<file path="src/design/axil_pkg.sv">
package axil_pkg;

    localparam int ADDR_W = 4;
    localparam int DATA_W = 32;

    localparam logic [ADDR_W-1:0] REG_CMD     = 4'h0;
    localparam logic [ADDR_W-1:0] REG_PRODUCT = 4'h4;
    localparam logic [ADDR_W-1:0] REG_ERROR   = 4'h8;
    localparam logic [ADDR_W-1:0] REG_COUNT   = 4'hC;

    typedef enum logic [1:0] {
        RESP_OKAY   = 2'b00,
        RESP_SLVERR = 2'b10
    } resp_e;

    // Master side of the bus
    typedef struct packed {
        logic [ADDR_W-1:0] awaddr;
        logic              awvalid;
        logic [DATA_W-1:0] wdata;
        logic              wvalid;
        logic              bready;
        logic [ADDR_W-1:0] araddr;
        logic              arvalid;
        logic              rready;
    } axil_req_t;

    // Slave side of the bus
    typedef struct packed {
        logic              awready;
        logic              wready;
        resp_e             bresp;
        logic              bvalid;
        logic              arready;
        logic [DATA_W-1:0] rdata;
        resp_e             rresp;
        logic              rvalid;
    } axil_rsp_t;

    typedef enum logic {WR_IDLE, WR_RESP} wr_state_e;
    typedef enum logic {RD_IDLE, RD_DATA} rd_state_e;

endpackage

</file>
<file path="src/design/mult_pkg.sv">
package mult_pkg;

    localparam int OPERAND_W = 8;
    localparam int PRODUCT_W = 2 * OPERAND_W;
    localparam int COUNT_W   = 16;

    // Selects which product the host reads back
    typedef enum logic {
        MODE_EXACT  = 1'b0,
        MODE_APPROX = 1'b1
    } mode_e;

    // Field order matches the REG_CMD data layout
    typedef struct packed {
        mode_e                mode;  // Bit 16
        logic [OPERAND_W-1:0] b;     // Bits 15:8
        logic [OPERAND_W-1:0] a;     // Bits 7:0
    } mult_cmd_t;

    typedef struct packed {
        logic [PRODUCT_W-1:0] product;
        logic [PRODUCT_W-1:0] error;
        logic [COUNT_W-1:0]   done_count;
    } mult_res_t;

    typedef struct packed {
        logic                 valid;
        mode_e                mode;
        logic [PRODUCT_W-1:0] exact;
        logic [PRODUCT_W-1:0] approx;
    } stage_t;

endpackage

</file>
<file path="src/design/approx_mult8.sv">
`timescale 1ns/1ps

module approx_mult8 (
    input  logic [7:0]  a,
    input  logic [7:0]  b,
    output logic [15:0] p
);

    logic [3:0]  a_h, a_l;
    logic [3:0]  b_h, b_l;
    logic [7:0]  p1, p2, p3, p4;
    logic [11:0] operand1;
    logic [8:0]  operand2;
    logic [12:0] out;

    assign a_h = a[7:4];
    assign a_l = a[3:0];
    assign b_h = b[7:4];
    assign b_l = b[3:0];

    assign p1 = a_h * b_h;  // Exact high partial products
    assign p2 = a_h * b_l;

    rr_4x4_3 u_m3 (.a(a_l), .b(b_h), .p(p3));
    rr_4x4_8 u_m4 (.a(a_l), .b(b_l), .p(p4));

    loa_adder #(.WIDTH(8), .OR_BITS(0)) u_add1 (.a(p2), .b(p3), .sum(operand2));

    assign operand1 = {p1, p4[7:4]};

    loa_adder #(.WIDTH(12), .OR_BITS(3)) u_add2 (
        .a  (operand1),
        .b  ({3'b000, operand2}),
        .sum(out)
    );

    assign p = {out[11:0], p4[3:0]};  // Low nibble of P4 passes straight through

endmodule

// 4x4 split as 3+1 bits
module rr_4x4_3 (
    input  logic [3:0] a,
    input  logic [3:0] b,
    output logic [7:0] p
);

    logic [2:0] a_h, b_h;
    logic       a_l, b_l;
    logic [5:0] p1;
    logic [2:0] p2, p3;
    logic       p4;
    logic [6:0] operand1;
    logic [3:0] operand2;
    logic [7:0] out;

    assign a_h = a[3:1];
    assign b_h = b[3:1];
    assign a_l = a[0];
    assign b_l = b[0];

    assign p1 = a_h * b_h;
    assign p2 = a_h * b_l;
    assign p3 = a_l * b_h;
    assign p4 = a_l & b_l;

    loa_adder #(.WIDTH(3), .OR_BITS(0)) u_add1 (.a(p2), .b(p3), .sum(operand2));

    assign operand1 = {p1, 1'b0};

    loa_adder #(.WIDTH(7), .OR_BITS(3)) u_add2 (
        .a  (operand1),
        .b  ({3'b000, operand2}),
        .sum(out)
    );

    assign p = {out[6:0], p4};

endmodule

// 4x4 split as 2+2 bits
module rr_4x4_8 (
    input  logic [3:0] a,
    input  logic [3:0] b,
    output logic [7:0] p
);

    logic [1:0] a_h, a_l;
    logic [1:0] b_h, b_l;
    logic [3:0] p1, p2, p3, p4;
    logic [5:0] operand1;
    logic [4:0] operand2;
    logic [6:0] out;

    assign a_h = a[3:2];
    assign a_l = a[1:0];
    assign b_h = b[3:2];
    assign b_l = b[1:0];

    assign p1 = a_h * b_h;
    assign p2 = a_h * b_l;
    assign p3 = a_l * b_h;
    assign p4 = a_l * b_l;

    loa_adder #(.WIDTH(4), .OR_BITS(0)) u_add1 (.a(p2), .b(p3), .sum(operand2));

    assign operand1 = {p1, p4[3:2]};

    loa_adder #(.WIDTH(6), .OR_BITS(1)) u_add2 (
        .a  (operand1),
        .b  ({1'b0, operand2}),
        .sum(out)
    );

    assign p = {out[5:0], p4[1:0]};

endmodule

</file>
<file path="src/design/approx_mult_top.sv">
`timescale 1ns/1ps

module approx_mult_top (
    input  logic                clk,
    input  logic                rst_n,
    input  axil_pkg::axil_req_t req,
    output axil_pkg::axil_rsp_t rsp
);

    import mult_pkg::*;

    mult_cmd_t cmd;
    logic      cmd_valid;
    stage_t    stage;
    mult_res_t res;

    mult_decode u_decode (
        .clk      (clk),
        .rst_n    (rst_n),
        .req      (req),
        .rsp      (rsp),
        .cmd      (cmd),
        .cmd_valid(cmd_valid),
        .res      (res)
    );

    mult_execute u_execute (
        .clk      (clk),
        .rst_n    (rst_n),
        .cmd      (cmd),
        .cmd_valid(cmd_valid),
        .stage_out(stage)
    );

    mult_result u_result (
        .clk     (clk),
        .rst_n   (rst_n),
        .stage_in(stage),
        .res     (res)
    );

endmodule

</file>
<file path="src/design/loa_adder.sv">
`timescale 1ns/1ps

module loa_adder #(
    parameter int WIDTH   = 8,
    parameter int OR_BITS = 0
) (
    input  logic [WIDTH-1:0] a,
    input  logic [WIDTH-1:0] b,
    output logic [WIDTH:0]   sum
);

    generate
        if (OR_BITS == 0) begin : g_exact
            assign sum = a + b;  // Top bit is the carry out
        end else begin : g_loa
            logic [WIDTH-OR_BITS:0] upper;
            logic [OR_BITS-1:0]     lower;

            // No carry from the OR part into the upper part
            assign upper = a[WIDTH-1:OR_BITS] + b[WIDTH-1:OR_BITS];
            assign lower = a[OR_BITS-1:0] | b[OR_BITS-1:0];
            assign sum   = {upper, lower};
        end
    endgenerate

endmodule

</file>
<file path="src/design/mult_decode.sv">
`timescale 1ns/1ps

module mult_decode (
    input  logic                clk,
    input  logic                rst_n,
    input  axil_pkg::axil_req_t req,
    output axil_pkg::axil_rsp_t rsp,
    output mult_pkg::mult_cmd_t cmd,
    output logic                cmd_valid,
    input  mult_pkg::mult_res_t res
);

    import axil_pkg::*;
    import mult_pkg::*;

    wr_state_e         wr_state;
    rd_state_e         rd_state;
    logic              wr_accept;
    logic              rd_accept;
    logic              cmd_hit;
    resp_e             bresp;
    resp_e             rresp;
    resp_e             rresp_next;
    logic [DATA_W-1:0] rdata;
    logic [DATA_W-1:0] rdata_next;

    // AW and W are taken together
    assign wr_accept = (wr_state == WR_IDLE) && req.awvalid && req.wvalid;
    assign rd_accept = (rd_state == RD_IDLE) && req.arvalid;
    assign cmd_hit   = (req.awaddr == REG_CMD);

    always_ff @(posedge clk) begin
        if (!rst_n) begin
            wr_state  <= WR_IDLE;
            bresp     <= RESP_OKAY;
            cmd_valid <= 1'b0;
        end else begin
            cmd_valid <= 1'b0;  // Single-cycle pulse
            case (wr_state)
                WR_IDLE: begin
                    if (wr_accept) begin
                        wr_state  <= WR_RESP;
                        bresp     <= cmd_hit ? RESP_OKAY : RESP_SLVERR;
                        cmd_valid <= cmd_hit;
                    end
                end
                WR_RESP: begin
                    if (req.bready) begin
                        wr_state <= WR_IDLE;
                    end
                end
                default: wr_state <= WR_IDLE;
            endcase
        end
    end

    always_ff @(posedge clk) begin
        if (wr_accept && cmd_hit) begin
            cmd.a    <= req.wdata[7:0];
            cmd.b    <= req.wdata[15:8];
            cmd.mode <= mode_e'(req.wdata[16]);
        end
    end

    always_comb begin
        rdata_next = '0;
        rresp_next = RESP_OKAY;
        case (req.araddr)
            REG_PRODUCT: rdata_next = DATA_W'(res.product);
            REG_ERROR:   rdata_next = DATA_W'(res.error);
            REG_COUNT:   rdata_next = DATA_W'(res.done_count);
            default:     rresp_next = RESP_SLVERR;  // REG_CMD is write-only
        endcase
    end

    always_ff @(posedge clk) begin
        if (!rst_n) begin
            rd_state <= RD_IDLE;
        end else if (rd_accept) begin
            rd_state <= RD_DATA;
        end else if (rd_state == RD_DATA && req.rready) begin
            rd_state <= RD_IDLE;
        end
    end

    always_ff @(posedge clk) begin
        if (rd_accept) begin
            rdata <= rdata_next;  // Held stable until RREADY
            rresp <= rresp_next;
        end
    end

    always_comb begin
        rsp         = '0;
        rsp.awready = wr_accept;
        rsp.wready  = wr_accept;
        rsp.bvalid  = (wr_state == WR_RESP);
        rsp.bresp   = bresp;
        rsp.arready = (rd_state == RD_IDLE);
        rsp.rvalid  = (rd_state == RD_DATA);
        rsp.rdata   = rdata;
        rsp.rresp   = rresp;
    end

endmodule

</file>
<file path="src/design/mult_execute.sv">
`timescale 1ns/1ps

module mult_execute (
    input  logic                clk,
    input  logic                rst_n,
    input  mult_pkg::mult_cmd_t cmd,
    input  logic                cmd_valid,
    output mult_pkg::stage_t    stage_out
);

    import mult_pkg::*;

    mult_cmd_t            s1_cmd;
    logic                 s1_valid;
    logic [PRODUCT_W-1:0] approx_p;
    logic                 s2_valid;
    mode_e                s2_mode;
    logic [PRODUCT_W-1:0] s2_exact;
    logic [PRODUCT_W-1:0] s2_approx;

    approx_mult8 u_approx (
        .a(s1_cmd.a),
        .b(s1_cmd.b),
        .p(approx_p)
    );

    // Each stage carries its own valid so two commands can be in flight
    always_ff @(posedge clk) begin
        if (!rst_n) begin
            s1_valid <= 1'b0;
            s2_valid <= 1'b0;
        end else begin
            s1_valid <= cmd_valid;
            s2_valid <= s1_valid;
        end
    end

    always_ff @(posedge clk) begin
        s1_cmd    <= cmd;
        s2_mode   <= s1_cmd.mode;
        s2_exact  <= s1_cmd.a * s1_cmd.b;
        s2_approx <= approx_p;
    end

    assign stage_out = '{valid: s2_valid, mode: s2_mode, exact: s2_exact, approx: s2_approx};

endmodule

</file>
<file path="src/design/mult_result.sv">
`timescale 1ns/1ps

module mult_result (
    input  logic                clk,
    input  logic                rst_n,
    input  mult_pkg::stage_t    stage_in,
    output mult_pkg::mult_res_t res
);

    import mult_pkg::*;

    logic [PRODUCT_W-1:0] product_sel;
    logic [PRODUCT_W-1:0] error_dist;

    assign product_sel = (stage_in.mode == MODE_EXACT) ? stage_in.exact : stage_in.approx;

    // LOA only ever loses value, so this never goes negative
    assign error_dist = stage_in.exact - stage_in.approx;

    always_ff @(posedge clk) begin
        if (!rst_n) begin
            res <= '0;
        end else if (stage_in.valid) begin
            res.product    <= product_sel;
            res.error      <= error_dist;
            res.done_count <= res.done_count + 1'b1;  // Wraps
        end
    end

endmodule

</file>
<file path="config.mk">
export PLATFORM = sky130hd
export DESIGN_NAME = approx_mult_top
export DESIGN_NICKNAME = d
export VERILOG_FILES = /design/src/design/axil_pkg.sv /design/src/design/mult_pkg.sv /design/src/design/approx_mult8.sv /design/src/design/approx_mult_top.sv /design/src/design/loa_adder.sv /design/src/design/mult_decode.sv /design/src/design/mult_execute.sv /design/src/design/mult_result.sv
export SDC_FILE = /design/constraint.sdc
export NUM_CORES = 1
export LEC_CHECK = 0
export ABC_AREA = 0
export BUFFER_PORTS_ARGS = -buffer_cell sky130_fd_sc_hd__buf_4
export CAP_MARGIN = 20
export CORE_MARGIN = 2
export CORE_UTILIZATION = 50
export CTS_BUF_LIST = sky130_fd_sc_hd__clkbuf_4 sky130_fd_sc_hd__clkbuf_8
export CTS_CLUSTER_SIZE = 14
export DETAILED_ROUTE_END_ITERATION = 12
export HOLD_SLACK_MARGIN = 0.03
export PLACE_DENSITY = 0.7
export SYNTH_ARGS = -nofsm -noshare
export SYNTH_HDL_FRONTEND = slang
export SYNTH_SLANG_ARGS = --single-unit
</file>
<file path="constraint.sdc">
create_clock -name clk -period 7.6 [get_ports clk]
set_clock_uncertainty 0.15 [all_clocks]
set_input_delay 1.14 -clock clk [delete_from_list [all_inputs] [get_ports clk]]
set_output_delay 1.14 -clock clk [all_outputs]
set_load 0.1 [all_outputs]
</file>
Word level (Yosys, flattened, before mapping)
Index checks and enable logic that the tools add are counted.
W data, S select, Z words.
- register bits: 156
- input port bits: 47
- logic and storage cells: 68
- output and inout bits: 41
- multiply operators: 10
- equality and inequality tests: 3
- bitwise gates (word level): 8
- reductions and logical operators: 10
- muxes and demuxes: 9
- add/sub/neg operators: 8
- operator list (cell ; count):
    $pmux W16 S3 ; 1
    $add A16 B1 Y16 const B ; 1
    $mul A2 B2 Y4 ; 4
    $mul A4 B4 Y8 ; 2
    $mul A8 B8 Y16 ; 1
    $mux W16 ; 1
    $sub A16 B16 Y16 ; 1
    $add A8 B8 Y9 ; 1
    $add A9 B6 Y9 ; 1
    $eq A4 B4 Y1 const B ; 2
    $mul A3 B3 Y6 ; 1
    $or A3 B3 Y3 ; 2
    $reduce_or A3 Y1 ; 2
    $add A4 B4 Y5 ; 1
    $add A5 B4 Y5 ; 1
    $logic_and A1 B1 Y1 ; 5
    $add A3 B3 Y4 ; 1
    $add A4 B1 Y4 ; 1
    $eq A4 B3 Y1 const B ; 1
    $logic_not A4 Y1 ; 1
    $mux W1 ; 4
    $mux W2 ; 2
    $not A1 Y1 ; 4
    $mul A1 B3 Y3 ; 1
    other kinds (6) ; 6

Depth between registers and ports, before layout
- depth in word-level cells: 5
- depth in mapped cells: 23
- mapped depth without buffers: 23

Cells and area by module
Synthesis repeated with hierarchy kept, for this count alone.
- cells, all modules: 1068
- area total of the unflattened synthesis: 10331.2 sq um
- modules (own cells, without submodules) (module ; times used ; area each (sq um) ; cells an instance ; sequential area each (sq um)):
    mult_execute ; 1 ; 3181.8 ; 299 ; 1041.0
    mult_result ; 1 ; 2777.7 ; 319 ; 960.9
    mult_decode ; 1 ; 1754.2 ; 130 ; 1101.1
    approx_mult8 ; 1 ; 890.9 ; 107 ; 0.0
    loa_adder at u_execute.u_approx.u_add2 ; 1 ; 372.9 ; 45 ; 0.0
    loa_adder at u_execute.u_approx.u_add1 ; 1 ; 324.1 ; 42 ; 0.0
    rr_4x4_3 ; 1 ; 251.5 ; 33 ; 0.0
    rr_4x4_8 ; 1 ; 219.0 ; 27 ; 0.0
    loa_adder at u_execute.u_approx.u_m4.u_add2 ; 1 ; 172.7 ; 19 ; 0.0
    loa_adder at u_execute.u_approx.u_m3.u_add2 ; 1 ; 155.1 ; 19 ; 0.0
    loa_adder at u_execute.u_approx.u_m4.u_add1 ; 1 ; 136.4 ; 16 ; 0.0
    loa_adder at u_execute.u_approx.u_m3.u_add1 ; 1 ; 95.1 ; 12 ; 0.0

Worst setup path after synthesis
Ideal clock, no wire load.
- kind: register to register
- start point: register u_execute.s1_cmd[15] (netlist bit)
- end point: register u_execute.s2_approx[14]
- cell stages (with the launch flop): 20
- arrival: 4399 ps
- period minus slack after synthesis: 4621 ps
- path buffers: 0
- setup slack: 2979 ps
- library setup time: 72 ps
- data required time: 7378 ps
- cells stage by stage: dfxtp_1 nand2_1 fa_1 inv_1 ha_1 inv_1 fa_1 inv_1 ha_1 xnor2_1 xnor2_1 fa_1 inv_1 ha_1 o41ai_1 xnor2_1 ha_1 or4_1 o2111ai_1 xnor2_1
- longest elaborated chain between the ends: 5
- elaborated cells on any way between the ends: 8
- those cells by class: add/sub (4); mul (3); bitwise (1)
- ends and longest elaborated chain (element ; line ; text):
    start, declared ; mult_execute.sv:13 ; mult_cmd_t s1_cmd;
    start signal, assigned ; mult_execute.sv:39 ; s1_cmd <= cmd;
    $mul A1 B3 Y3 ; approx_mult8.sv:64 ; assign p3 = a_l * b_h;
    $add A3 B3 Y4 ; loa_adder.sv:14 ; assign sum = a + b;
    $add A4 B1 Y4 or $or A3 B3 Y3 (tied branches) ; loa_adder.sv:20, loa_adder.sv:21 ;
    $add A8 B8 Y9 ; loa_adder.sv:14 ;
    $add A9 B6 Y9 (*) ; loa_adder.sv:20 ; assign upper = a[WIDTH-1:OR_BITS] + b[WIDTH-1:OR_BITS];
    via u_execute.approx_p[14] ; mult_execute.sv:15 ; logic [PRODUCT_W-1:0] approx_p;
    end signal, assigned ; mult_execute.sv:42 ; s2_approx <= approx_p;
    end, declared ; mult_execute.sv:19 ; logic [PRODUCT_W-1:0] s2_approx;
The timed path passes the listed nets; every way through them passes the cells marked *.
A chain may end at the register's enable or synchronous reset.

Worst setup path in the final report
- start point: register u_execute.s1_cmd[1] (netlist bit)
- end point: register u_execute.s2_approx[14]
- longest elaborated chain between the ends: 5
- elaborated cells on any way between the ends: 11
- those cells by class: add/sub (6); mul (4); bitwise (1)
- ends and longest elaborated chain (element ; line ; text):
    $mul A3 B1 Y3 ; approx_mult8.sv:63 ; assign p2 = a_h * b_l;
    $add A3 B3 Y4 ; loa_adder.sv:14 ;
    $add A4 B1 Y4 or $or A3 B3 Y3 (tied branches) ; loa_adder.sv:20, loa_adder.sv:21 ;
    $add A8 B8 Y9 ; loa_adder.sv:14 ;
    $add A9 B6 Y9 (*) ; loa_adder.sv:20 ;
    via u_execute.approx_p[14] ; mult_execute.sv:15 ;
Marked as above.

==> metrics.cfg <==
[status]
status=finished, final reports clean

[setup_path]
slowest_stage=or4_1
crit_top_cell=inv_1
crit_fanout=8
path_class=flop to flop
cp_data_arrival_time_ns=5.37
end_kind=flop
required_ns=7.84
cpPeakStageDelay_ns=0.53
cp-start-kind=flop
crit_chain=nand2_1, fa_1, inv_1, ha_1, inv_1, fa_1, inv_1, ha_1, inv_1, fa_1, inv_1, ha_1, nand2_1, o21ai_1, o41ai_1, xnor2_1, ha_1, or4_1, o2111ai_1, xnor2_1

[power_and_ir_drop]
leakagePower_uw=0.00511
ir_drop_v=0.000163
power_density_nw_per_um2=165

[synthesis]
syn-mean-instance-area_sq_um=9.81
ys_ff_latch=134
seq_area_frac_synth_pct=32.8
synth_xor_area_share_pct=5.04
synth_commonest_cells=157 x inv_1, 105 x ha_1, 100 x dfxtp_1
yosysWarnings=0
synth_edf_count=34
muxShareOfSynthArea_pct=2.64
synth-compound-area-share_pct=10.8
synth_cell_types=66
synth-simple-area-share_pct=13.1
yosys-top-cells-area=dfxtp_1 22%, ha_1 14%, fa_1 12%
synth_fa_ha_area_share_pct=26.2
ys_async_sr_fraction_pct=0
netlist_instances=939
synth_top_family_by_area=adder cells
ys.flop_type=dfxtp_1
syn_area_sq_um=9210
synth.most_common_cell=inv_1
synth_top_area_share_pct=21.7
synth_top_cell_by_area=dfxtp_1

[finish]
area_growth_pct=10.0
drive_above_1_share_pct=10.1
nFillCells=1556
multi_input_area_sq_um=5400
final_nets=1196
antenna_cells=0
seqCellArea_sq_um=3020

[timing]
setup_tns_ns=0
final-setup-viol-count=0
grt_setup_unrepaired=false
slew_violations=0
slew_headroom_pct=34.7
fin_crit_ns=5.13
period_share_pct=67.5
holdWs_ns=0.177
worst_pin_slew_ns=0.977
finalHoldViolations=0
fmax_mhz=195

[place]
io_buffers=54
hpwl_mm=12.8
gp_congestion=0.851

[global_routing]
grt-ovfl-total=0
gr-usage-all-layers_pct=17.9
grt_max_degree=64
grt_pass1_vias=6215
grt_pass1_wl_mm=28.7
antenna_found_initial=0

[clocking]
cts_setup_buffers=0
cts_tree=built
cts_resized=0
cts_max_level=4
cts.clk_slew.worst_paths_ns=0.09
postCtsHoldBufs=0
clock_path_buffers=2
insertion_delay_ns=0.45
numClockSinks=134
numCtsBuffers=17
clk_root_buffer_cell=clkbuf_8

[floorplan]
die_area_sq_um=19500
core_sq_um=18000
die_h_um=140
pin_count=88
initial_utilization_pct=51.1
num_rows=49
die_w_um=140

[detailed_routing]
initialDrtViolationCount=360
wirelength_mm=16.4
viasPerCell=5.08
wl_per_cell_um=13.3
ant_nets=0
dr.pass1.iters=6
drc=0
vias=6250

[job]
maxCapViolations=0

[worst_hold_path]
hold_path_class=flop to flop

==> cells in the final DEF (no fill, tap or decap), types with 12 or more instances in the layout <==
master	count
and2_1	44
clkbuf_8	17
nor2_1	29
xor2_1	19
ha_1	105
nand2_1	73
dfxtp_1	99
edfxtp_1	34
o21ai_0	19
nand3_1	12
inv_1	157
mux2i_1	22
a222oi_1	14
a21oi_1	25
xnor2_1	34
fa_1	55
o211a_1	16
conb_1	18
buf_4	57
nor2b_1	20
==> area by class of cell <==
class / count / area share, %
Timing Repair Buffer: 57 / 4.22
Inverter: 157 / 5.82
Multi-Input combinational cell: 622 / 53.2
Clock buffer: 18 / 2.38
Sequential cell: 134 / 29.8
Tap cell: 229 / 2.83
Clock inverter: 14 / 1.67
==> per-stage QoR <==
step	instances	cell area (sq um)	total power (uW)	utilization (%)	setup slack (ns)
after floorplan	956	9280	1030	-	2.98
after global placement	1198	9720	1080	53.9	2.57
after detailed placement	1198	9720	1080	53.9	2.50
after CTS	1230	10100	1690	56.2	2.48
after global routing	1231	10100	1760	56.2	2.14
final	1231	10100	1680	56.2	2.47
==> final timing paths <==
path	startpoint	end	slack [ns]	cells past startpoint
worst min register to register	u_execute.s1_cmd[16]	u_execute.s2_mode	0.18	0
worst max register to register	u_execute.s1_cmd[1]	u_execute.s2_approx[14]	2.47	20
worst min-delay path	u_execute.s1_cmd[16]	u_execute.s2_mode	0.18	0
worst max-delay path	u_execute.s1_cmd[1]	u_execute.s2_approx[14]	2.47	20
==> per-layer routing <==
layer,part of all wire [%],vias to the layer above,track usage [%]
met5,0,-,0
met3,3.6,18,3.68
met4,1.3,0,5.26
li1,-,3203,-
met1,48,2914,23.8
met2,47,115,29.7
==> kinds of logic (layout without fill, tap and decap cells) <==
kind of cell,count (synthesis),in the layout
other,1,18
xor gates and xnor gates,53,53
DFF,134,134
muxes,24,24
adders and majority gates,160,160
buffers and inverters,200,246
AOI/OAI and AO/OA,134,134
and+or+nand+nor,233,233
==> sequential cells by signal, indices dropped and copies added (netlist names) <==
register             flops
u_decode.rresp           1
u_decode.bresp           1
u_execute.s1_cmd        17
u_execute.s2_approx     14
u_execute.s1_valid       1
u_decode.rd_state        1
u_decode.rdata          16
u_decode.cmd_valid       1
u_decode.wr_state        1
u_execute.s2_exact      16
u_execute.s2_valid       1
u_execute.s2_mode        1
u_result.res            46
u_decode.cmd            17
==> where the power goes <==
| group | leakage [uW] | switching [uW] | total (uW) | internal, uW |
|---|---|---|---|---|
| registers | 0.00115 | 10.2 | 761 | 751 |
| clock network | 0.000203 | 308 | 612 | 304 |
| logic | 0.00376 | 203 | 302 | 99.1 |
| total | 0.00511 | 521 | 1680 | 1150 |
==> critical path: cells and delay by family, from the launching register on <==
family                     cells  cell delay (ns)
buffers and inverters          5             0.33
and+or+nand+nor                3             0.75
AOI/OAI and AO/OA              3             0.59
DFF                            1             0.49
adders and majority gates      7             2.50
xor gates and xnor gates       2             0.26
Power figures use the tool's default switching activity.
